<file path="src/hw/harness_pkg.sv">
// Shared constants for the simulation SoC harness
// Bus widths, address map and memory sizes
// CLINT register offsets and decoder target indices
// Debug request hold-off after power-on reset
package harness_pkg;

  // ------------------------------
  // Host bus
  // ------------------------------
  localparam int unsigned ADDR_WIDTH       = 64;
  localparam int unsigned DATA_WIDTH       = 64;
  localparam int unsigned BE_WIDTH         = DATA_WIDTH / 8;
  localparam int unsigned WORD_OFFSET_BITS = $clog2(BE_WIDTH);

  // ------------------------------
  // Address map
  // ------------------------------
  localparam logic [ADDR_WIDTH-1:0] ROM_BASE     = 64'h0000_0000_0001_0000;
  localparam logic [ADDR_WIDTH-1:0] ROM_LENGTH   = 64'h0000_0000_0001_0000;
  localparam logic [ADDR_WIDTH-1:0] CLINT_BASE   = 64'h0000_0000_0200_0000;
  localparam logic [ADDR_WIDTH-1:0] CLINT_LENGTH = 64'h0000_0000_000C_0000;
  localparam logic [ADDR_WIDTH-1:0] GPIO_BASE    = 64'h0000_0000_4000_0000;
  localparam logic [ADDR_WIDTH-1:0] GPIO_LENGTH  = 64'h0000_0000_0000_1000;
  localparam logic [ADDR_WIDTH-1:0] DRAM_BASE    = 64'h0000_0000_8000_0000;

  // Boot ROM contents are generated, words wrap inside the window
  localparam int unsigned ROM_WORDS    = 512;
  localparam int unsigned ROM_IDX_BITS = $clog2(ROM_WORDS);
  localparam logic [31:0] ROM_TAG      = 32'hB007_C0DE;

  localparam int unsigned SRAM_WORDS    = 1024;
  localparam int unsigned SRAM_IDX_BITS = $clog2(SRAM_WORDS);
  localparam logic [ADDR_WIDTH-1:0] SRAM_LENGTH = ADDR_WIDTH'(SRAM_WORDS * BE_WIDTH);

  // ------------------------------
  // CLINT registers
  // ------------------------------
  localparam logic [ADDR_WIDTH-1:0] MSIP_OFFSET     = 64'h0000;
  localparam logic [ADDR_WIDTH-1:0] MTIMECMP_OFFSET = 64'h4000;
  localparam logic [ADDR_WIDTH-1:0] MTIME_OFFSET    = 64'hBFF8;

  // Decoder targets
  localparam int unsigned TARGET_BITS = 2;
  localparam logic [TARGET_BITS-1:0] TARGET_ROM   = 2'd0;
  localparam logic [TARGET_BITS-1:0] TARGET_SRAM  = 2'd1;
  localparam logic [TARGET_BITS-1:0] TARGET_CLINT = 2'd2;
  localparam logic [TARGET_BITS-1:0] TARGET_ERR   = 2'd3;

  // Gives boot code time to run before debug can halt the hart
  localparam int unsigned DMI_DEL_CYCLES = 500;
  localparam int unsigned DMI_CNT_BITS   = $clog2(DMI_DEL_CYCLES + 1);

endpackage
</file>
<file path="src/hw/debug_reset_ctrl.sv">
// System reset generation from power-on reset and debug module reset
// Debug request hold-off counter and enable gate
module debug_reset_ctrl (
  input  logic clk_i,
  input  logic rst_ni,
  input  logic ndmreset_i,
  input  logic debug_enable_i,
  input  logic debug_req_i,
  output logic sys_rst_no,
  output logic debug_req_o
);
  import harness_pkg::*;

  logic                    rst_comb_n;
  logic [1:0]              rst_sync_q;
  logic [DMI_CNT_BITS-1:0] dmi_del_cnt_q;
  logic                    dmi_del_done;

  // ------------------------------
  // Reset synchronizer
  // ------------------------------
  assign rst_comb_n = rst_ni & ~ndmreset_i;

  // Asserts at once, releases after two clock edges
  always_ff @(posedge clk_i or negedge rst_comb_n) begin
    if (!rst_comb_n) begin
      rst_sync_q <= 2'b00;
    end else begin
      rst_sync_q <= {rst_sync_q[0], 1'b1};
    end
  end

  assign sys_rst_no = rst_sync_q[1];

  // ------------------------------
  // Debug request gate
  // ------------------------------
  assign dmi_del_done = (dmi_del_cnt_q == '0);

  // Only power-on reset restarts the hold-off
  always_ff @(posedge clk_i or negedge rst_ni) begin
    if (!rst_ni) begin
      dmi_del_cnt_q <= DMI_CNT_BITS'(DMI_DEL_CYCLES);
    end else if (!dmi_del_done) begin
      dmi_del_cnt_q <= dmi_del_cnt_q - 1'b1;
    end
  end

  assign debug_req_o = dmi_del_done & debug_enable_i & debug_req_i;

  // Blocked for the whole hold-off after power-on reset
  a_no_debug_in_holdoff: assert property (
    @(posedge clk_i) disable iff (!rst_ni)
    debug_req_o |-> $past(rst_ni, DMI_DEL_CYCLES)
  ) else $error("debug request passed during hold-off");

endmodule

</file>
<file path="config.mk">
export PLATFORM = sky130hd
export DESIGN_NAME = debug_reset_ctrl
export DESIGN_NICKNAME = d
export VERILOG_FILES = /design/src/hw/harness_pkg.sv /design/src/hw/debug_reset_ctrl.sv
export SDC_FILE = /design/constraint.sdc
export NUM_CORES = 1
export LEC_CHECK = 0
export ABC_AREA = 1
export ABC_CLOCK_PERIOD_IN_PS = 2500
export CAP_MARGIN = 40
export CORE_AREA = 3 3 40 42
export DETAILED_ROUTE_END_ITERATION = 7
export DIE_AREA = 0 0 43 45
export DONT_BUFFER_PORTS = 1
export MAX_ROUTING_LAYER = met4
export SYNTH_ARGS = -nofsm -noshare
export SYNTH_HDL_FRONTEND = slang
export SYNTH_SLANG_ARGS = --single-unit
</file>
<file path="constraint.sdc">
create_clock -name clk_i -period 2.5 [get_ports clk_i]
set_input_delay 0.5 -clock clk_i [delete_from_list [all_inputs] [get_ports clk_i]]
set_output_delay 0.5 -clock clk_i [all_outputs]
set_load 0.05 [all_outputs]
</file>
==> impl_metrics.json <==
{
  "finalCritPeriodShare": 0.8709,
  "yosys_warnings": 0,
  "globalplace.congestion": 0.7805,
  "critPathMaxStageDelay_ns": 0.40,
  "synth_top_area_frac": 0.2769,
  "place.detailed.hpwl_um": 711,
  "area_growth_syn_to_layout_pct": 10.99,
  "hp-class": "in -> async",
  "clockBufferDepth": 2,
  "pin_count": 7,
  "ys_types": 20,
  "yosysTopAreaCell": "dfstp_2",
  "syn_nets": 79,
  "portBuffers": 0,
  "numCtsBuffers": 3,
  "drtPass1Iterations": 3,
  "final_hold_viol_count": 0,
  "drtIter0Drc": 6,
  "syn_inst": 73,
  "fillers": 135,
  "nets": 86,
  "fin_cells": 94,
  "setup_viol": 0,
  "h-tree-depth": 1,
  "num_rows": 13,
  "outcome": "complete, no violations",
  "cts-root-buf": "clkbuf_4",
  "dieHeight_um": 45,
  "fp.dieW_um": 43,
  "p_leak_nw": 0.3480,
  "crit_path_cell_trace": "inv_1 > ha_1 > nand2_2 > nor2_4 > nand2_4 > nor2_1 > buf_4",
  "track_usage": 0.1241,
  "post_cts_buffers": 0,
  "crit_slowest_cell": "dfrtp_1",
  "drive_gt1_frac": 0.2152,
  "clk_latency_ns": 0.27,
  "yosysSeqAreaShare": 0.4967,
  "ys_seq_elements": 11,
  "placed_cells": 89,
  "rsz0062_at_grt": "no",
  "grt_pass1_vias": 402,
  "finalSetupTns_ns": 0,
  "drv_cap": 0,
  "dieArea_mm2": 0.001935,
  "diodes": 0,
  "wl_um": 933,
  "cts_tree": "yes",
  "ir_drop_mv": 0.3150,
  "worstPathRequired_ns": 2.00,
  "vias": 432,
  "drc": 0,
  "clkSinkCount": 11,
  "crit_fanout": 10,
  "antenna_left": 0,
  "via_per_inst": 4.596,
  "grt_pass1_wl_mm": 1.614,
  "cts_hold_buf": 1,
  "core_mm2": 0.001285,
  "grt_max_degree": 11,
  "critPathLaunchType": "flop",
  "power.density_mw_per_mm2": 493.2,
  "antenna_found_initial": 0,
  "overflow": 0,
  "crit_family": "simple AND/OR/NAND/NOR gates",
  "cts_resized": 0,
  "routedWlPerCell_um": 9.926,
  "initial_utilization": 0.4430,
  "path_buf_inv": 2,
  "clock_skew_ns": 0.01074,
  "slew_violations": 0,
  "synth_area_leaders": "dfstp_2 28%, dfrtp_1 22%, nand2_1 13%",
  "finalCriticalPeriod_ns": 2.177,
  "synth_area_um2": 569.3,
  "worstPathArrival_ns": 1.68,
  "crit_type": "reg -> out",
  "syn_area_per_cell_um2": 7.799,
  "path_clk_slew_ns": 0.07,
  "fmaxAchievable_mhz": 459.3,
  "endpoint_kind": "primary output"
}
worst paths after layout:
kind                                  startpoint                to  slack, ns  cells after the start
worst min-delay path                  ndmreset_i     rst_sync_q[0]       0.04                      1
max in group asynchronous                 rst_ni  dmi_del_cnt_q[3]       1.87                      1
worst max register to register  dmi_del_cnt_q[0]  dmi_del_cnt_q[1]       1.15                      7
worst max-delay path            dmi_del_cnt_q[0]       debug_req_o       0.32                      7
worst min register to register     rst_sync_q[0]     rst_sync_q[1]       0.35                      0
min in group clk_i                 rst_sync_q[0]     rst_sync_q[1]       0.35                      0
where the power goes:
group	internal, mW	leakage, nW	switching, mW
logic	0.00286	0.205	0.00561
clock network	0.0616	0.0150	0.0580
registers	0.180	0.128	0.00347
layer usage:
metal | global-route usage | part of all wire
met5 | - | 0
met1 | 0.1322 | 0.47
met3 | 0.03586 | 0.031
met2 | 0.1976 | 0.47
met4 | 0.09036 | 0.029
sequential cells by signal, indices dropped and copies added, names as in the netlist:
signal / flops
dmi_del_cnt_q: 9
rst_sync_q: 2
final cells by class:
cell class,instances,area (µm²),share of cell area
clock buffers,4,26.28,0.04158
inverters,16,61.31,0.09703
flip-flops and latches,11,282.8,0.4475
repair buffers,2,17.52,0.02772
well taps,15,18.77,0.02970
multi-input cells,46,225.2,0.3564
cell families after synthesis:
logic type | after synthesis | synth area share
compound gates | 4 | 0.04174
xor+xnor | 1 | 0.01539
fa+ha+maj | 1 | 0.02197
buf+inv | 16 | 0.1077
flops | 11 | 0.4967
other cells | 1 | 0.006587
simple gates | 39 | 0.3099
through the flow:
step                      setup slack [ns]  hold WS [ns]  total power [mW]  instance area (µm²)    util
after floorplan                     0.3488        0.2044            0.1913                569.3       -
after global placement              0.6294        0.2046            0.1929                595.6  0.4635
after detailed placement            0.6093        0.2046            0.1931                595.6  0.4635
after CTS                           0.3032       0.03618            0.3188                631.9  0.4917
after global routing                0.1803       0.03897            0.3285                631.9  0.4917
final                               0.3228       0.03788            0.3116                631.9  0.4917
cells in the mapped netlist:
cell type,instances
nand2_1,19
inv_1,15
nor2_1,10
dfstp_2,6
dfrtp_1,5
nand3_1,4
a21oi_1,1
clkinv_2,1
conb_1,1
ha_1,1
nand2_2,1
nand2_4,1
nand4_1,1
nor2_2,1
nor2_4,1
o21ai_0,1
o21ai_1,1
o21ai_2,1
or2_2,1
xor2_1,1
layout by cell type (no fill, tap or decap), types with 3 or more instances in the layout:
master,netlist,final
dfrtp_1,5,5
nand2_1,19,19
nor2_1,10,10
dfstp_2,6,6
nand3_1,4,4
clkbuf_4,0,3
inv_1,15,15
Power figures use the tool's default switching activity.
