[config.mk]
export PLATFORM = sky130hd
export DESIGN_NAME = mem_decoder
export DESIGN_NICKNAME = d
export VERILOG_FILES = /design/src/hw/harness_pkg.sv /design/src/hw/mem_decoder.sv
export SDC_FILE = /design/constraint.sdc
export NUM_CORES = 1
export LEC_CHECK = 0
export BUFFER_PORTS_ARGS = -buffer_cell sky130_fd_sc_hd__buf_2
export CAP_MARGIN = 20
export CORE_AREA = 5 5 123 125
export DETAILED_ROUTE_END_ITERATION = 8
export DIE_AREA = 0 0 128 130
export PLACE_DENSITY = 0.45
export SYNTH_ARGS = -nofsm -noshare
export SYNTH_HDL_FRONTEND = slang
export SYNTH_SLANG_ARGS = --single-unit
[constraint.sdc]
create_clock -name clk_i -period 4.97 [get_ports clk_i]
set_clock_uncertainty 0.05 [all_clocks]
set_input_delay 0.994 -clock clk_i [delete_from_list [all_inputs] [get_ports clk_i]]
set_output_delay 0.994 -clock clk_i [all_outputs]
set_load 0.05 [all_outputs]
[src/hw/harness_pkg.sv]
// Shared constants for the simulation SoC harness
// Bus widths, address map and memory sizes
// CLINT register offsets and decoder target indices
// Debug request hold-off after power-on reset
package harness_pkg;

  // ------------------------------
  // Host bus
  // ------------------------------
  localparam int unsigned ADDR_WIDTH       = 64;
  localparam int unsigned DATA_WIDTH       = 64;
  localparam int unsigned BE_WIDTH         = DATA_WIDTH / 8;
  localparam int unsigned WORD_OFFSET_BITS = $clog2(BE_WIDTH);

  // ------------------------------
  // Address map
  // ------------------------------
  localparam logic [ADDR_WIDTH-1:0] ROM_BASE     = 64'h0000_0000_0001_0000;
  localparam logic [ADDR_WIDTH-1:0] ROM_LENGTH   = 64'h0000_0000_0001_0000;
  localparam logic [ADDR_WIDTH-1:0] CLINT_BASE   = 64'h0000_0000_0200_0000;
  localparam logic [ADDR_WIDTH-1:0] CLINT_LENGTH = 64'h0000_0000_000C_0000;
  localparam logic [ADDR_WIDTH-1:0] GPIO_BASE    = 64'h0000_0000_4000_0000;
  localparam logic [ADDR_WIDTH-1:0] GPIO_LENGTH  = 64'h0000_0000_0000_1000;
  localparam logic [ADDR_WIDTH-1:0] DRAM_BASE    = 64'h0000_0000_8000_0000;

  // Boot ROM contents are generated, words wrap inside the window
  localparam int unsigned ROM_WORDS    = 512;
  localparam int unsigned ROM_IDX_BITS = $clog2(ROM_WORDS);
  localparam logic [31:0] ROM_TAG      = 32'hB007_C0DE;

  localparam int unsigned SRAM_WORDS    = 1024;
  localparam int unsigned SRAM_IDX_BITS = $clog2(SRAM_WORDS);
  localparam logic [ADDR_WIDTH-1:0] SRAM_LENGTH = ADDR_WIDTH'(SRAM_WORDS * BE_WIDTH);

  // ------------------------------
  // CLINT registers
  // ------------------------------
  localparam logic [ADDR_WIDTH-1:0] MSIP_OFFSET     = 64'h0000;
  localparam logic [ADDR_WIDTH-1:0] MTIMECMP_OFFSET = 64'h4000;
  localparam logic [ADDR_WIDTH-1:0] MTIME_OFFSET    = 64'hBFF8;

  // Decoder targets
  localparam int unsigned TARGET_BITS = 2;
  localparam logic [TARGET_BITS-1:0] TARGET_ROM   = 2'd0;
  localparam logic [TARGET_BITS-1:0] TARGET_SRAM  = 2'd1;
  localparam logic [TARGET_BITS-1:0] TARGET_CLINT = 2'd2;
  localparam logic [TARGET_BITS-1:0] TARGET_ERR   = 2'd3;

  // Gives boot code time to run before debug can halt the hart
  localparam int unsigned DMI_DEL_CYCLES = 500;
  localparam int unsigned DMI_CNT_BITS   = $clog2(DMI_DEL_CYCLES + 1);

endpackage
[src/hw/mem_decoder.sv]
// Address decoder for the host bus
// Per-target request strobes, registered target select,
// read data multiplexer and error flag for GPIO and unmapped addresses
module mem_decoder (
  input  logic                               clk_i,
  input  logic                               rst_ni,
  input  logic                               req_i,
  input  logic [harness_pkg::ADDR_WIDTH-1:0] addr_i,
  input  logic [harness_pkg::DATA_WIDTH-1:0] rom_rdata_i,
  input  logic [harness_pkg::DATA_WIDTH-1:0] sram_rdata_i,
  input  logic [harness_pkg::DATA_WIDTH-1:0] clint_rdata_i,
  output logic                               rom_req_o,
  output logic                               sram_req_o,
  output logic                               clint_req_o,
  output logic                               rvalid_o,
  output logic                               err_o,
  output logic [harness_pkg::DATA_WIDTH-1:0] rdata_o
);
  import harness_pkg::*;

  logic [TARGET_BITS-1:0] target_sel;
  logic [TARGET_BITS-1:0] target_q;
  logic                   rvalid_q;

  function automatic logic in_window(input logic [ADDR_WIDTH-1:0] addr,
                                     input logic [ADDR_WIDTH-1:0] base,
                                     input logic [ADDR_WIDTH-1:0] length);
    return (addr >= base) && (addr < base + length);
  endfunction

  always_comb begin
    if (in_window(addr_i, ROM_BASE, ROM_LENGTH)) begin
      target_sel = TARGET_ROM;
    end else if (in_window(addr_i, CLINT_BASE, CLINT_LENGTH)) begin
      target_sel = TARGET_CLINT;
    end else if (in_window(addr_i, DRAM_BASE, SRAM_LENGTH)) begin
      target_sel = TARGET_SRAM;
    end else begin
      // GPIO window and unmapped addresses, no block behind them
      target_sel = TARGET_ERR;
    end
  end

  assign rom_req_o   = req_i && (target_sel == TARGET_ROM);
  assign sram_req_o  = req_i && (target_sel == TARGET_SRAM);
  assign clint_req_o = req_i && (target_sel == TARGET_CLINT);

  // ------------------------------
  // Response path
  // ------------------------------
  always_ff @(posedge clk_i or negedge rst_ni) begin
    if (!rst_ni) begin
      rvalid_q <= 1'b0;
      target_q <= TARGET_ERR;
    end else begin
      rvalid_q <= req_i;
      if (req_i) begin
        target_q <= target_sel;
      end
    end
  end

  always_comb begin
    case (target_q)
      TARGET_ROM:   rdata_o = rom_rdata_i;
      TARGET_SRAM:  rdata_o = sram_rdata_i;
      TARGET_CLINT: rdata_o = clint_rdata_i;
      default:      rdata_o = '0;
    endcase
  end

  assign rvalid_o = rvalid_q;
  assign err_o    = rvalid_q && (target_q == TARGET_ERR);

  // Windows of the address map never overlap
  a_one_target: assert property (
    @(posedge clk_i) disable iff (!rst_ni)
    req_i |-> $onehot0({in_window(addr_i, ROM_BASE, ROM_LENGTH),
                        in_window(addr_i, CLINT_BASE, CLINT_LENGTH),
                        in_window(addr_i, DRAM_BASE, SRAM_LENGTH),
                        in_window(addr_i, GPIO_BASE, GPIO_LENGTH)})
  ) else $error("address hits more than one window");

endmodule

==> flow_metrics.py <==
metrics = {
    "sta": {
        "drv_slew": 0,
        "worst_pin_slew_ns": 0.9107,
        "fin_hold_ws_ns": 0.5108,
        "finalSetupViolCount": 0,
        "fin_crit_ns": 3.626,
        "rsz0062_at_grt": "no",
        "period_share_pct": 72.96,
        "max_slew_margin_pct": 39.16,
        "finalSetupTns_ns": 0,
        "max_freq_mhz": 275.8,
        "hold_viol_final": 0,
    },
    "global_route": {
        "antenna_found_initial": 0,
        "grt-ovfl-total": 0,
        "grt_pass1_wl_mm": 14.78,
        "track_usage_pct": 10.72,
        "grt_pass1_vias": 3157,
        "grt_max_degree": 67,
    },
    "placement": {
        "dpl.hpwl_mm": 8.815,
        "port_buffers": 314,
        "placed_area_um2": 3334,
        "routabilityCongestion": 0.8650,
    },
    "detailed_routing": {
        "dr.pass1.iters": 4,
        "drt_iter0_markers": 73,
        "finalWirelength_mm": 10.30,
        "wire_per_inst_um": 14.05,
        "vias_per_cell": 4.142,
        "vias": 3036,
        "antenna_left": 0,
        "drcViolationCount": 0,
    },
    "status": {
        "status": "complete, no violations",
    },
    "final_layout": {
        "drive_gt1_share_pct": 58.95,
        "fin_area_um2": 3413,
        "antenna_cells": 0,
        "nets": 813,
        "syn2layout_area_growth_pct": 112.6,
    },
    "yosys": {
        "synthTopCellsByCount": "nand2_1 (65), mux2i_1 (64), o21ai_0 (64), buf_2 (12), nor4_1 (11)",
        "synth_area_leaders": "mux2i_1 (40%), o21ai_0 (20%), nand2_1 (15%)",
        "synth-async-reset-ratio_pct": 100.0,
        "yosysWarnings": 0,
        "synth_seq_cells": 3,
        "synthCells": 254,
        "synth.most_common_cell": "nand2_1",
        "synth_nets": 513,
        "yosysTopAreaCell": "mux2i_1",
        "ys_types": 24,
        "yosys.area.top_type_share_pct": 39.91,
        "syn_area_per_cell_um2": 6.320,
        "synth_edf_count": 0,
        "synth_area_um2": 1605,
        "synth_ff_type": "dfstp_2",
        "yosysSeqAreaShare_pct": 4.832,
    },
    "flow_run": {
        "drv_cap": 0,
    },
    "critical_path": {
        "crit_fanout": 35,
        "worstPathArrival_ns": 2.58,
        "crit_family": "simple AND/OR/NAND/NOR gates",
        "ff2ff_setup_slack_ns": 3.57,
        "worst-r2r-cell-count": 3,
        "cp-start-kind": "flip-flop",
        "reg2reg_from": "target_q[0]",
        "crit_path_end_kind": "output pin",
        "crit_chain": "nor2b_4, buf_4, nand2_1, o21ai_0, buf_2",
        "critPathMaxStageDelay_ns": 0.78,
        "r2r_end": "target_q[0]",
        "cp.required_ns": 3.93,
        "cpMaxStageDelayCell": "nor2b_4",
        "timing.critical_path.buf_inv": 2,
        "path_class": "reg -> out",
    },
    "clock_tree": {
        "cts_root_buffer": "clkbuf_16",
        "cts_resized": 0,
        "cts_tree": "yes",
        "clk_latency_ns": 0.22,
        "htree_num_levels": 1,
        "cts.clk_slew.worst_paths_ns": 0.03,
        "numCtsBuffers": 3,
        "cts_buffer_depth": 2,
        "cts_setup_buffers": 0,
        "cts_hold_buf": 0,
        "cts.sinks": 3,
    },
    "power_and_ir_drop": {
        "power_density_nw_per_um2": 81.21,
        "max-vdd-ir-drop_v": 0.00009894,
        "p_leak_nw": 2.284,
    },
    "die": {
        "die_h_um": 130,
        "initial_core_util_pct": 11.66,
        "io_pins": 328,
        "dieWidth_um": 128,
        "core_area_um2": 13770,
        "fp-row-count": 43,
        "die-area_um2": 16640,
    },
    "worst_hold_path": {
        "hold_path_class": "in -> async",
    },
}
-- layout by cell type (no fill, tap or decap) --
master and instances:
a2bb2oi_1 1, o21ai_0 64, nor4_1 11, mux2i_1 64
nand2_1 65, and2_2 1, nand3_1 1, nor4_2 1
nand4_1 3, dfrtp_1 1, dfstp_2 1, and3_1 1
nand3b_1 1, a31oi_1 3, nor2b_1 1, nor2_1 7
or4_4 1, inv_1 1, buf_4 3, dfstp_4 1
nor2b_4 1, and4_1 1, buf_2 314, clkbuf_1 1
clkbuf_16 3, nor3_1 1
-- layout make-up --
type                    instances  area (µm²)
clock buffers                   4       78.83
fillers                      1570       10360
inverters                       1       3.754
multi-input cells             228        1430
flip-flops and latches          3       81.33
well taps                     180       225.2
repair buffers                317        1594
-- per-layer routing --
metal  share of wire [%]  up-vias  track usage [%]
met5                   0        -                0
met2                  52      190            20.55
met3                 9.9       12            2.333
met1                  37     1317            12.16
li1                    -     1517                -
met4                 1.4        0            2.185
-- kinds of logic after synthesis --
logic type | count (synthesis) | synth area share [%]
AND/OR/NAND/NOR | 96 | 27.05
buffers and inverters | 23 | 6.547
multiplexers | 64 | 39.91
flip-flops | 3 | 4.832
AO/OA/AOI/OAI | 68 | 21.67
-- sequential cells by signal, indices dropped and copies added, names as in the netlist --
signal    flops
target_q      2
rvalid_o      1
-- power breakdown --
group	total (mW)	switching (mW)	internal, mW
logic	0.124	0.0424	0.0812
registers	0.0253	0.000238	0.0250
clock network	0.128	0.0225	0.106
-- stage by stage --
stage	worst slack (ns)	std cells	utilization, %	total power, mW
after floorplan	0.9180	254	-	0.04896
after global placement	1.353	729	24.21	0.1468
after detailed placement	1.353	729	24.21	0.1495
after CTS	1.287	733	24.78	0.2805
after global routing	1.122	733	24.78	0.2953
final	1.344	733	24.78	0.2772
-- worst max-delay path by stage --
stage                           start     endpoint  slack (ns)  cells after the start
after floorplan            addr_i[36]  clint_req_o        0.92                      3
after global placement     addr_i[49]   sram_req_o        1.35                      6
after detailed placement   addr_i[21]   sram_req_o        1.35                      6
after CTS                 target_q[1]  rdata_o[33]        1.29                      5
after global routing      target_q[1]  rdata_o[33]        1.12                      5
final                     target_q[1]  rdata_o[21]        1.34                      5
Power figures use the tool's default switching activity.
