==> src/hw/harness_pkg.sv <==
// Shared constants for the simulation SoC harness
// Bus widths, address map and memory sizes
// CLINT register offsets and decoder target indices
// Debug request hold-off after power-on reset
package harness_pkg;

  // ------------------------------
  // Host bus
  // ------------------------------
  localparam int unsigned ADDR_WIDTH       = 64;
  localparam int unsigned DATA_WIDTH       = 64;
  localparam int unsigned BE_WIDTH         = DATA_WIDTH / 8;
  localparam int unsigned WORD_OFFSET_BITS = $clog2(BE_WIDTH);

  // ------------------------------
  // Address map
  // ------------------------------
  localparam logic [ADDR_WIDTH-1:0] ROM_BASE     = 64'h0000_0000_0001_0000;
  localparam logic [ADDR_WIDTH-1:0] ROM_LENGTH   = 64'h0000_0000_0001_0000;
  localparam logic [ADDR_WIDTH-1:0] CLINT_BASE   = 64'h0000_0000_0200_0000;
  localparam logic [ADDR_WIDTH-1:0] CLINT_LENGTH = 64'h0000_0000_000C_0000;
  localparam logic [ADDR_WIDTH-1:0] GPIO_BASE    = 64'h0000_0000_4000_0000;
  localparam logic [ADDR_WIDTH-1:0] GPIO_LENGTH  = 64'h0000_0000_0000_1000;
  localparam logic [ADDR_WIDTH-1:0] DRAM_BASE    = 64'h0000_0000_8000_0000;

  // Boot ROM contents are generated, words wrap inside the window
  localparam int unsigned ROM_WORDS    = 512;
  localparam int unsigned ROM_IDX_BITS = $clog2(ROM_WORDS);
  localparam logic [31:0] ROM_TAG      = 32'hB007_C0DE;

  localparam int unsigned SRAM_WORDS    = 1024;
  localparam int unsigned SRAM_IDX_BITS = $clog2(SRAM_WORDS);
  localparam logic [ADDR_WIDTH-1:0] SRAM_LENGTH = ADDR_WIDTH'(SRAM_WORDS * BE_WIDTH);

  // ------------------------------
  // CLINT registers
  // ------------------------------
  localparam logic [ADDR_WIDTH-1:0] MSIP_OFFSET     = 64'h0000;
  localparam logic [ADDR_WIDTH-1:0] MTIMECMP_OFFSET = 64'h4000;
  localparam logic [ADDR_WIDTH-1:0] MTIME_OFFSET    = 64'hBFF8;

  // Decoder targets
  localparam int unsigned TARGET_BITS = 2;
  localparam logic [TARGET_BITS-1:0] TARGET_ROM   = 2'd0;
  localparam logic [TARGET_BITS-1:0] TARGET_SRAM  = 2'd1;
  localparam logic [TARGET_BITS-1:0] TARGET_CLINT = 2'd2;
  localparam logic [TARGET_BITS-1:0] TARGET_ERR   = 2'd3;

  // Gives boot code time to run before debug can halt the hart
  localparam int unsigned DMI_DEL_CYCLES = 500;
  localparam int unsigned DMI_CNT_BITS   = $clog2(DMI_DEL_CYCLES + 1);

endpackage
==> src/hw/clint.sv <==
// Core-local interruptor
// MSIP bit, mtime driven by the real-time clock, mtimecmp
// Software and timer interrupt outputs
module clint (
  input  logic                               clk_i,
  input  logic                               rst_ni,
  input  logic                               rtc_i,
  input  logic                               req_i,
  input  logic                               we_i,
  input  logic [harness_pkg::ADDR_WIDTH-1:0] addr_i,
  input  logic [harness_pkg::BE_WIDTH-1:0]   be_i,
  input  logic [harness_pkg::DATA_WIDTH-1:0] wdata_i,
  output logic [harness_pkg::DATA_WIDTH-1:0] rdata_o,
  output logic                               ipi_o,
  output logic                               timer_irq_o
);
  import harness_pkg::*;

  logic [ADDR_WIDTH-1:0] reg_offset;
  logic [1:0]            rtc_sync_q;
  logic                  rtc_prev_q;
  logic                  rtc_rise;
  logic                  msip_q;
  logic [DATA_WIDTH-1:0] mtime_q;
  logic [DATA_WIDTH-1:0] mtimecmp_q;
  logic                  timer_irq_q;
  logic                  msip_wr;
  logic                  mtime_wr;
  logic                  mtimecmp_wr;

  function automatic logic [DATA_WIDTH-1:0] merge_be(input logic [DATA_WIDTH-1:0] old_val,
                                                     input logic [DATA_WIDTH-1:0] new_val,
                                                     input logic [BE_WIDTH-1:0]   be);
    logic [DATA_WIDTH-1:0] res;
    res = old_val;
    for (int i = 0; i < BE_WIDTH; i++) begin
      if (be[i]) begin
        res[8*i +: 8] = new_val[8*i +: 8];
      end
    end
    return res;
  endfunction

  // Word-aligned offset inside the window
  assign reg_offset = (addr_i - CLINT_BASE) & ~ADDR_WIDTH'(BE_WIDTH - 1);

  assign msip_wr     = req_i && we_i && (reg_offset == MSIP_OFFSET);
  assign mtimecmp_wr = req_i && we_i && (reg_offset == MTIMECMP_OFFSET);
  assign mtime_wr    = req_i && we_i && (reg_offset == MTIME_OFFSET);

  // ------------------------------
  // RTC edge detect
  // ------------------------------
  always_ff @(posedge clk_i or negedge rst_ni) begin
    if (!rst_ni) begin
      rtc_sync_q <= 2'b00;
      rtc_prev_q <= 1'b0;
    end else begin
      rtc_sync_q <= {rtc_sync_q[0], rtc_i};
      rtc_prev_q <= rtc_sync_q[1];
    end
  end

  assign rtc_rise = rtc_sync_q[1] & ~rtc_prev_q;

  // ------------------------------
  // Registers
  // ------------------------------
  always_ff @(posedge clk_i or negedge rst_ni) begin
    if (!rst_ni) begin
      msip_q      <= 1'b0;
      mtime_q     <= '0;
      mtimecmp_q  <= '1;
      timer_irq_q <= 1'b0;
    end else begin
      if (msip_wr && be_i[0]) begin
        msip_q <= wdata_i[0];
      end
      if (mtimecmp_wr) begin
        mtimecmp_q <= merge_be(mtimecmp_q, wdata_i, be_i);
      end
      // A host write wins over a tick in the same cycle
      if (mtime_wr) begin
        mtime_q <= merge_be(mtime_q, wdata_i, be_i);
      end else if (rtc_rise) begin
        mtime_q <= mtime_q + 1'b1;
      end
      timer_irq_q <= (mtime_q >= mtimecmp_q);
    end
  end

  always_ff @(posedge clk_i) begin
    if (req_i && !we_i) begin
      case (reg_offset)
        MSIP_OFFSET:     rdata_o <= {{(DATA_WIDTH-1){1'b0}}, msip_q};
        MTIMECMP_OFFSET: rdata_o <= mtimecmp_q;
        MTIME_OFFSET:    rdata_o <= mtime_q;
        default:         rdata_o <= '0;
      endcase
    end
  end

  assign ipi_o       = msip_q;
  assign timer_irq_o = timer_irq_q;

  a_mtime_monotonic: assert property (
    @(posedge clk_i) disable iff (!rst_ni)
    !mtime_wr |=> (mtime_q >= $past(mtime_q))
  ) else $error("mtime decreased without a write");

endmodule

==> config.mk <==
export PLATFORM = sky130hd
export DESIGN_NAME = clint
export DESIGN_NICKNAME = d
export VERILOG_FILES = /design/src/hw/harness_pkg.sv /design/src/hw/clint.sv
export SDC_FILE = /design/constraint.sdc
export NUM_CORES = 1
export LEC_CHECK = 0
export BUFFER_PORTS_ARGS = -buffer_cell sky130_fd_sc_hd__buf_4
export CORE_ASPECT_RATIO = 0.8
export CORE_MARGIN = 2
export CORE_UTILIZATION = 31
export CTS_CLUSTER_SIZE = 8
export DETAILED_ROUTE_END_ITERATION = 16
export PLACE_DENSITY = 0.48
export SLEW_MARGIN = 15
export SYNTH_ARGS = -nofsm -noshare
export SYNTH_HDL_FRONTEND = slang
export SYNTH_SLANG_ARGS = --single-unit
export TNS_END_PERCENT = 5
==> constraint.sdc <==
create_clock -name clk_i -period 3.6 [get_ports clk_i]
set_input_delay 0.72 -clock clk_i [delete_from_list [all_inputs] [get_ports clk_i]]
set_output_delay 0.72 -clock clk_i [all_outputs]
set_load 0.005 [all_outputs]
==> run summary, run 1 <==
Outcome - completed
Nets - 1665
Clock Skew - 0.0129 ns
Post-synthesis register bit count - 197
Post-detail-place hpwl - 29500 um
R2r endpoint - mtime_q[62]
Post-Route M1 WL - 18500 um
Die extent in y - 179 um
Total gr overflow - 0
Worst-Margin Slew - 0.742 ns
Leak - 6.34 nW
Sinks on Clock Net - 197
Max-cap viol count - 0
Starting Density - 31.3%
Cell count along the critical path - 11
Setup ws final - 0.215 ns
DR DRC count - 0
Final ANT Viol Nets - 0
Die Area - 40000 um^2
Count leader, synth - inv_1
Starting DRT DRC Count - 641
Synth cell types - 77
Reg2reg start - mtime_q[34]
CP Capture Point - mtime_q[60]
CTS max path bufs - 2
Critical Path Start - addr_i[35]
Post-synthesis cell count - 1163
Vias in the first global route - 10400
Slowest CP cell - or4b_2
VDD IR max - 0.324 mV
Metal3 WL - 2040 um
Synth area leaders - edfxtp_1 (16%), dfrtp_1 (15%), dfstp_2 (14%), ha_1 (6.8%), a22o_1 (4.7%)
Worst setup SP type - input port
Layout cells sized above 1 - 35.1%
Worst path max stage delay - 0.72 ns
Ys flop type - dfrtp_1
Total number of vias - 10400
Max_slew headroom - 50.0%
Htree depth - 4
Clock slew at reported path FFs - 0.07 ns
Critical Path Fanout Max - 29
Number of synthesized flops with an enable pin - 64
RSZ-0062 raised after global routing - false
Kind of end point of the critical path - flip-flop
Fmax - 295 MHz
GPL Wtd Cong - 0.842
Buf/Inv on CP - 4
FF-to-FF setup slack - 0.36 ns
Final worst-path cycle share - 94.0%
Routed WL - 38300 um
Met2 WL - 17000 um
PortBufs - 203
Area leader, netlist - edfxtp_1
Register area - 5330 um^2
DP Worst Slack - -0.344 ns
Setup bufs post-CTS - 0
Worst hold path class - in -> async
Pwr Total - 4.98 mW
TritonCTS buffer count - 17
Filler cell count - 3757
CORE AREA - 38000 um^2
Pin count of the biggest net entering global routing - 62
Wirelength per Cell - 19.5 um
Area grow syn2layout - 31.3%
Crit path time final - 3.39 ns
Register-to-Register Path Depth - 9
GRT Overall Usage - 19.6%
Cell-by-cell listing of the critical path - buf_4, buf_4, o41ai_1, nand4_1, or4b_2, and4b_1, nor4b_4, buf_12, buf_12, nand2_1, o221a_2
Syn Area/Cell - 10.2 um^2
Post-synthesis sequential area ratio - 44.8%
Setup CP Type - in -> reg
Final hold vios - 0
Clock Latency Late Sink - 0.46 ns
WP data required - 3.95 ns
Crit path max-delay family - simple AND/OR/NAND/NOR gates
Power Density - 319 nW/um^2
Vias per cell - 5.27
Synthesized net count - 1369
Die width - 223 um
Antenna violations before repair - 2
Max-slew violation count - 0
# setup viols final - 0
First-pass DRT Iterations - 5
YS warnings - 0
Uppermost routed layer - met5
Row count - 64
IO Count - 207
Share of the synthesized area in the top cell type - 16.2%
Fraction of registers with async set/reset - 67.5%
Root Driver - clkbuf_16
Footprint of the multi-input gates - 6070 um^2
Synth Cell Area - 11900 um^2
CP arrival - 3.73 ns
CTS tree - done
Synth top cells by count - inv_1 (94), nand2_1 (76), nor2_1 (73)
First-pass GRT wire length - 60000 um
## worst reg2reg max path, cell delays in order, from the launching register on
cell and delay [ns]:
dfrtp_1 0.48, and4_1 0.29, nand2_1 0.13, or4_1 0.60, or2_2 0.38, nor4_1 0.37
nand2b_1 0.25, buf_4 0.21, o32ai_1 0.31, nor2_1 0.09
## per-stage QoR
stage                     utilization (%)  area [um^2]  setup TNS (ns)  instances  hold WS, ns
after floorplan                         -        11900          -23.30       1163        0.331
after global placement               39.5        15000          -19.78       1935        0.380
after detailed placement             39.5        15000          -28.82       1935        0.388
after CTS                            41.0        15600               0       1967        0.258
after global routing                 41.1        15600               0       1967        0.275
final                                41.1        15600               0       1968        0.241
## layout by cell type, fill, tap and decap left out, types with 8 or more instances in the layout
master     count
buf_4        299
inv_1         94
nand2_1       76
nor2_1        70
dfrtp_1       69
ha_1          65
a22o_1        64
dfstp_2       64
edfxtp_1      64
a21oi_1       51
nand3_1       45
mux2_2        45
nor3_1        38
nand4_1       36
o21ai_0       36
nor4_1        35
a21o_1        21
buf_12        20
clkbuf_16     18
a211oi_1      15
mux2i_1       14
mux2_4        14
nor2b_1       13
and2_1        13
or4_1         11
and3_1        11
a31oi_1       10
nand2b_1       9
or2_2          8
o211ai_1       8
o21a_1         8
o221a_2        8
## cell type report
cell class	instances	share of cell area, %
Antenna cell	1	0.0160
Timing Repair Buffer	320	17.0
Tap cell	495	3.96
Sequential cell	197	34.1
Clock inverter	14	0.873
Clock buffer	18	2.88
Multi-Input combinational cell	829	38.9
Inverter	94	2.26
## where the power goes
group	leakage, nW	internal, mW	switching, mW	total (mW)
Sequential	2.00	2.39	0.0730	2.46
Combinational	4.04	0.261	0.271	0.531
Clock	0.296	1.02	0.973	1.99
## per-layer routing
metal | track usage, % | vias to the layer above
met5 | 0 | -
met4 | 5.45 | 2
met3 | 4.36 | 37
met2 | 30.7 | 286
met1 | 27.3 | 5031
li1 | - | 5013
## how the worst min path moves through the flow
stage,start,to,slack [ns]
after floorplan,rtc_sync_q[0],rtc_sync_q[1],0.33
after global placement,rtc_sync_q[1],rtc_prev_q,0.38
after detailed placement,rtc_sync_q[0],rtc_sync_q[1],0.39
after CTS,rst_ni,mtime_q[57],0.26
after global routing,rst_ni,timer_irq_o,0.27
final,rst_ni,timer_irq_o,0.24
## sequential cells by signal, indices dropped and copies added, names as in the netlist
register and count:
timer_irq_o 1, mtime_q 64, mtimecmp_q 64, ipi_o 1, rtc_prev_q 1, rdata_o 64, rtc_sync_q 2
## cells by family after synthesis
logic type | after synthesis | share of synthesized area [%]
flip-flops | 197 | 44.8
buffers and inverters | 137 | 4.46
AO/OA/AOI/OAI | 280 | 17.3
adder cells (fa/ha/maj) | 65 | 6.84
multiplexers | 73 | 7.20
AND/OR/NAND/NOR | 409 | 19.2
XOR/XNOR | 2 | 0.147
## timing repair
action,4_1_cts,5_1_grt
gates resized for setup,0,3
hold buffers,0,0
endpoints found under the setup margin,0,7
(Power assumes the default switching activity.)
==> inputs of run 2 (changes only) <==
--- a/config.mk
+++ b/config.mk
@@ -6,12 +6,15 @@
 export NUM_CORES = 1
 export LEC_CHECK = 0
 export BUFFER_PORTS_ARGS = -buffer_cell sky130_fd_sc_hd__buf_4
+export CAP_MARGIN = 5
 export CORE_ASPECT_RATIO = 0.8
 export CORE_MARGIN = 2
 export CORE_UTILIZATION = 31
 export CTS_CLUSTER_SIZE = 8
 export DETAILED_ROUTE_END_ITERATION = 16
+export GPL_TIMING_DRIVEN = 0
 export PLACE_DENSITY = 0.48
+export SETUP_SLACK_MARGIN = 0.4
 export SLEW_MARGIN = 15
 export SYNTH_ARGS = -nofsm -noshare
 export SYNTH_HDL_FRONTEND = slang
==> run 2 against run 1 <==
Net effect:
- setup slack improved by 0.018 ns
- register-to-register slack improved by 0.02 ns
- combinational power is 2% higher
- critical path type unchanged
==> run summary, run 2 (same netlist as run 1, synthesis figures left out) <==
Max_slew headroom - 34.7% (was 50.0%)
Total gr overflow - 0 (unchanged)
Setup TNS - 0 ns (unchanged)
Worst setup SP type - input port (unchanged)
Cell-by-cell listing of the critical path - buf_6, or4_4, nand4bb_4, buf_6, or3_4, a31oi_4, nor4b_4, nand4_2, buf_12, nor2_4, buf_12, buf_4, a22o_1 (was buf_4, buf_4, o41ai_1, nand4_1, or4b_2, and4b_1, nor4b_4, buf_12, buf_12, nand2_1, o221a_2)
GPL Wtd Cong - 0.843 (was 0.842)
Root Driver - clkbuf_16 (unchanged)
Most frequent cells in the layout - buf_4 (232), inv_1 (94), nand2_1 (70), dfrtp_1 (69), nor2_1 (67) (was buf_4 (299), inv_1 (94), nand2_1 (76), nor2_1 (70), dfrtp_1 (69))
Worst hold path class - in -> async (unchanged)
CP arrival - 3.55 ns (was 3.73 ns)
Worst path max stage delay - 0.53 ns (was 0.72 ns)
Routed WL - 40600 um (was 38300 um)
Kind of end point of the critical path - flip-flop (unchanged)
Starting DRT DRC Count - 770 (was 641)
First-pass GRT wire length - 61700 um (was 60000 um)
Clock Skew - 0.0143 ns (was 0.0129 ns)
TritonCTS buffer count - 17 (unchanged)
First-pass DRT Iterations - 5 (unchanged)
Slowest CP cell - or4_4 (was or4b_2)
GRT Overall Usage - 20.4% (was 19.6%)
Setup CP Type - in -> reg (unchanged)
Number of instances in the placed design - 1863 (was 1935)
Htree depth - 4 (unchanged)
Final worst-path cycle share - 93.5% (was 94.0%)
Clock slew at reported path FFs - 0.08 ns (was 0.07 ns)
Max-slew violation count - 0 (unchanged)
Wirelength per Cell - 21.0 um (was 19.5 um)
Crit path time final - 3.37 ns (was 3.39 ns)
Nets - 1633 (was 1665)
Fin cells - 1936 (was 1968)
Layout cells sized above 1 - 35.4% (was 35.1%)
VDD IR max - 0.323 mV (was 0.324 mV)
CTS tree - done (unchanged)
CTS max path bufs - 2 (unchanged)
Sinks on Clock Net - 197 (unchanged)
IO Count - 207 (unchanged)
Clock Latency Late Sink - 0.45 ns (was 0.46 ns)
Pin count of the biggest net entering global routing - 91 (was 62)
Starting Density - 31.3% (unchanged)
Vias in the first global route - 10200 (was 10400)
Post-detail-place hpwl - 30300 um (was 29500 um)
Top Registers - mtime_q x64, mtimecmp_q x64, rdata_o x64 (unchanged)
Leak - 6.27 nW (was 6.34 nW)
Power Density - 318 nW/um^2 (was 319 nW/um^2)
Critical Path Fanout Max - 10 (was 29)
Most common cell after layout, fill and taps aside - buf_4 (unchanged)
Final hold vios - 0 (unchanged)
Fmax - 297 MHz (was 295 MHz)
CORE AREA - 38000 um^2 (unchanged)
Antenna violations before repair - 2 (unchanged)
WP data required - 3.79 ns (was 3.95 ns)
Max-cap viol count - 0 (unchanged)
Register-to-Register Path Depth - 10 (was 9)
Die width - 223 um (unchanged)
# setup viols final - 0 (unchanged)
Vias per cell - 5.39 (was 5.27)
Worst-Margin Slew - 0.971 ns (was 0.742 ns)
R2r endpoint - mtime_q[62] (unchanged)
Die Area - 40000 um^2 (unchanged)
DR DRC count - 0 (unchanged)
PortBufs - 201 (was 203)
Cts hold-fix bufs - 0 (unchanged)
Outcome - completed (unchanged)
Final ANT Viol Nets - 0 (unchanged)
Row count - 64 (unchanged)
RSZ-0062 raised after global routing - true (was false)
Reg2reg start - mtime_q[33] (was mtime_q[34])
Total number of vias - 10400 (about the same)
FF-to-FF setup slack - 0.38 ns (was 0.36 ns)
Area grow syn2layout - 31.4% (was 31.3%)
Die extent in y - 179 um (unchanged)
-- run 2: changes by cell type in the layout (fill, tap and decap cells not counted), sizes merged --
cell	change
buf	-56
clkbuf	+26
inv	-4
bufinv	+1
clkinvlp	+1
-- run 2: power by group --
group,internal [mW],switching [mW]
sequential,2.39,0.0746
combinational,0.258,0.285
clock,1.04,0.931
total,3.69,1.29
-- run 2: worst max-delay path by stage --
stage / startpoint / end / depth (start not counted)
after global placement: addr_i[39] / mtime_q[60] / 11
after global routing: addr_i[38] / mtimecmp_q[5] / 13
after detailed placement: addr_i[39] / mtime_q[60] / 11
final: addr_i[38] / rdata_o[46] / 13
after CTS: addr_i[47] / mtime_q[16] / 10
after floorplan: addr_i[35] / mtimecmp_q[56] / 10
-- run 2: layer usage --
metal | GRT usage [%] | part of all wire, %
met5 | 0 | 0.032
met1 | 28.9 | 48
met2 | 32.5 | 45
met3 | 3.67 | 5.6
met4 | 4.47 | 1.2
-- run 2: repair_timing --
item / CTS / global route
setup buffers: 30 / 9
endpoints found under the setup margin: 193 / 192
pin swaps: 20 / 16
gates resized for setup: 88 / 54
gates cloned: 1 / 0
-- run 2: critical path: cells and delay by family --
family,cells,cell delay [ns]
AOI/OAI and AO/OA,2,0.61
and+or+nand+nor,6,1.42
buffers and inverters,5,0.76
-- run 2: stage by stage --
stage	worst slack [ns]	power [mW]	hold slack [ns]	util, %	area (um^2)
final	0.233	4.98	0.166	41.1	15600
after global routing	0.141	5.20	0.175	41.1	15600
after CTS	0.238	4.99	0.164	40.4	15400
after detailed placement	-2.19	3.03	0.341	37.1	14100
after global placement	-2.27	3.02	0.338	36.9	14000
after floorplan	-0.331	2.68	0.331	-	11900
-- run 2: area by class of cell --
class	count	area, um^2
Fill cell	3735	22400
Multi-Input combinational cell	829	6410
Sequential cell	197	5330
Timing Repair Buffer	245	2010
Tap cell	495	619
Clock buffer	20	437
Inverter	94	353
Buffer	43	330
Clock inverter	12	145
Antenna cell	1	2.50
==> inputs of run 3 (changes only) <==
--- a/config.mk
+++ b/config.mk
@@ -9,13 +9,12 @@
 export CAP_MARGIN = 5
 export CORE_ASPECT_RATIO = 0.8
 export CORE_MARGIN = 2
-export CORE_UTILIZATION = 31
+export CORE_UTILIZATION = 39
 export CTS_CLUSTER_SIZE = 8
 export DETAILED_ROUTE_END_ITERATION = 16
 export GPL_TIMING_DRIVEN = 0
-export PLACE_DENSITY = 0.48
+export PLACE_DENSITY = 0.58
 export SETUP_SLACK_MARGIN = 0.4
-export SLEW_MARGIN = 15
 export SYNTH_ARGS = -nofsm -noshare
 export SYNTH_HDL_FRONTEND = slang
 export SYNTH_SLANG_ARGS = --single-unit
==> constraint.sdc (replaced) <==
create_clock -name clk_i -period 3.6 [get_ports clk_i]
set_input_delay 0.72 -clock clk_i [delete_from_list [all_inputs] [get_ports clk_i]]
set_output_delay 0.72 -clock clk_i [all_outputs]
set_load 0.05 [all_outputs]
==> run 3 against run 2 <==
Net effect:
- fmax is 1.8% lower
- sequential power hardly changed
- power shrank 0.96%
- non-clock buffer count grew 4
- final area is 1.4% lower
- global-route usage is 3.9 points higher
- clock skew down 0.0019 ns
- clock power fell by 9%
- sequential share of layout area increased by 0.48 points
- critical path type unchanged
==> run summary, run 3 (same netlist as run 1, synthesis figures left out) <==
Pin count of the biggest net entering global routing - 89 (was 91)
# diodes - 0 (was 1)
Fmax - 292 MHz (was 297 MHz)
Die Area - 31900 um^2 (was 40000 um^2)
Sw frac - 28.1% (was 25.9%)
Row count - 57 (was 64)
Filler cell count - 2820 (was 3735)
Vias per cell - 5.73 (was 5.39)
Worst setup SP type - input port (unchanged)
Nets - 1637 (was 1633)
Crit path time final - 3.43 ns (was 3.37 ns)
Final worst-path cycle share - 95.2% (was 93.5%)
VDD IR max - 0.301 mV (was 0.323 mV)
Slowest CP cell - or4_4 (unchanged)
Worst hold path class - in -> async (unchanged)
Final core occ - 51.1% (was 41.1%)
Pwr Total - 4.93 mW (was 4.98 mW)
Worst-Margin Slew - 1.25 ns (was 0.971 ns)
Sinks on Clock Net - 197 (unchanged)
Final ANT Viol Nets - 0 (unchanged)
DR DRC count - 0 (unchanged)
CP arrival - 3.76 ns (was 3.55 ns)
Layout cells sized above 1 - 35.1% (was 35.4%)
CTS tree - done (unchanged)
Leak - 6.24 nW (was 6.27 nW)
GR Util met3 - 4.44% (was 3.67%)
NetSw - 1.39 mW (was 1.29 mW)
First-pass DRT Iterations - 5 (unchanged)
Cts hold-fix bufs - 0 (unchanged)
Setup CP Type - in -> reg (unchanged)
CORE AREA - 30200 um^2 (was 38000 um^2)
Max_slew headroom - 16.7% (was 34.7%)
Register area - 5330 um^2 (unchanged)
Total gr overflow - 0 (unchanged)
Antenna violations before repair - 0 (was 2)
Met2 usage in global routing - 37.4% (was 32.5%)
Setup TNS - 0 ns (unchanged)
WP data required - 3.93 ns (was 3.79 ns)
Kind of end point of the critical path - flip-flop (unchanged)
Clock power frac - 36.4% (was 39.6%)
PortBufs - 201 (unchanged)
Htree depth - 4 (unchanged)
Sequential Power Share - 49.9% (was 49.4%)
First-pass GRT wire length - 59300 um (was 61700 um)
# setup viols final - 0 (unchanged)
Combinational share of power - 13.7% (was 10.9%)
Root Driver - clkbuf_16 (unchanged)
IO Count - 207 (unchanged)
Met1 usage - 35.0% (was 28.9%)
Starting DRT DRC Count - 767 (was 770)
GPL Wtd Cong - 0.899 (was 0.843)
Die extent in y - 160 um (was 179 um)
RSZ-0062 raised after global routing - true (unchanged)
Total number of vias - 10600 (was 10400)
Clock Latency Late Sink - 0.45 ns (about the same)
Most common cell after layout, fill and taps aside - buf_4 (unchanged)
Most frequent cells in the layout - buf_4 (242), inv_1 (94), dfrtp_1 (69), nor2_1 (68), nand2_1 (68) (was buf_4 (232), inv_1 (94), nand2_1 (70), dfrtp_1 (69), nor2_1 (67))
DP Worst Slack - -2.07 ns (was -2.19 ns)
Max-cap viol count - 0 (unchanged)
CTS max path bufs - 2 (unchanged)
Gr busiest metal - met2 (unchanged)
Top Registers - mtime_q x64, mtimecmp_q x64, rdata_o x64 (unchanged)
Wirelength per Cell - 20.6 um (was 21.0 um)
Routed WL - 38200 um (was 40600 um)
Post-detail-place hpwl - 28600 um (was 30300 um)
Final hold vios - 0 (unchanged)
TritonCTS buffer count - 17 (unchanged)
Outcome - completed (unchanged)
Starting Density - 39.4% (was 31.3%)
Worst path max stage delay - 0.57 ns (was 0.53 ns)
Max-slew violation count - 0 (unchanged)
Clock slew at reported path FFs - 0.07 ns (was 0.08 ns)
Area grow syn2layout - 29.6% (was 31.4%)
Clock Skew - 0.0124 ns (was 0.0143 ns)
Footprint of the multi-input gates - 6350 um^2 (was 6410 um^2)
Die width - 199 um (was 223 um)
Internal power - 3.54 mW (was 3.69 mW)
GRT Overall Usage - 24.3% (was 20.4%)
Cell-by-cell listing of the critical path - buf_6, or4_4, nand4bb_4, buf_6, buf_4, nor3_2, mux2i_2, buf_12, or4_4, nand2_2, buf_4, nor2_1, o31a_1 (was buf_6, or4_4, nand4bb_4, buf_6, or3_4, a31oi_4, nor4b_4, nand4_2, buf_12, nor2_4, buf_12, buf_4, a22o_1)
Critical Path Fanout Max - 10 (unchanged)
Power Density - 320 nW/um^2 (was 318 nW/um^2)
Setup ws final - 0.172 ns (was 0.233 ns)
Vias in the first global route - 10400 (was 10200)
==> run 3: cell count changes in the layout (fill, tap and decap cells not counted), sizes merged <==
cell      before  now
diode          1    0
clkbuf        44   41
inv           99   98
bufinv         2    0
clkinv         4    7
clkinvlp       1    2
buf          264  270
==> run 3: metal layers <==
metal	up-vias	routed length, um
li1	4958	-
met5	-	0
met2	426	17400
met1	5202	17500
met3	47	2630
met4	0	687
==> run 3: power groups by stage <==
stage	Clock (mW)	Combinational, mW	Sequential [mW]
6_report	1.79	0.676	2.46
5_1_grt	1.92	0.723	2.47
3_3_place_gp	0	0.638	2.50
3_5_place_dp	0	0.655	2.50
2_1_floorplan	0	0.196	2.62
4_1_cts	1.84	0.601	2.44
==> run 3: final cells by class <==
type                            count  share of cell area [%]
Inverter                           94                    2.29
Clock buffer                       19                    2.81
Timing Repair Buffer              249                    13.1
Buffer                             43                    2.08
Tap cell                          413                    3.35
Clock inverter                     13                   0.641
Sequential cell                   197                    34.6
Multi-Input combinational cell    829                    41.2
==> run 3: critical path: cells and delay by family <==
kind | cells | cell delay, ns
multiplexers | 1 | 0.14
AO/OA/AOI/OAI | 1 | 0.27
buffers and inverters | 5 | 0.81
AND/OR/NAND/NOR | 6 | 1.80
==> run 3: what timing repair did <==
action | in CTS | in global routing
endpoints found under the setup margin | 193 | 192
pin swaps | 21 | 14
buffers inserted | 31 | 13
gates cloned | 1 | 0
endpoints found under the hold margin | 0 | 0
gates resized for setup | 88 | 44
==> run 3: path summary, 6_finish.rpt <==
kind,start,endpoint,slack [ns],cells past startpoint
min in group clk_i,rtc_i,rtc_sync_q[0],0.38,1
max in group asynchronous,rst_ni,mtimecmp_q[2],2.56,2
setup / recovery,addr_i[38],mtime_q[3],0.17,13
hold reg to reg,rtc_sync_q[1],rtc_prev_q,0.40,0
hold / removal,rst_ni,mtime_q[61],0.21,1
setup reg to reg,mtime_q[11],mtime_q[61],0.39,9
==> run 3: metrics by stage <==
| step | instances | hold slack [ns] | cell area, um^2 |
|---|---|---|---|
| finish | 1857 | 0.205 | 15400 |
| global route | 1857 | 0.230 | 15400 |
| CTS | 1844 | 0.208 | 15200 |
| detailed placement | 1780 | 0.389 | 14000 |
| global placement | 1777 | 0.381 | 13900 |
| floorplan | 1163 | 0.331 | 11900 |
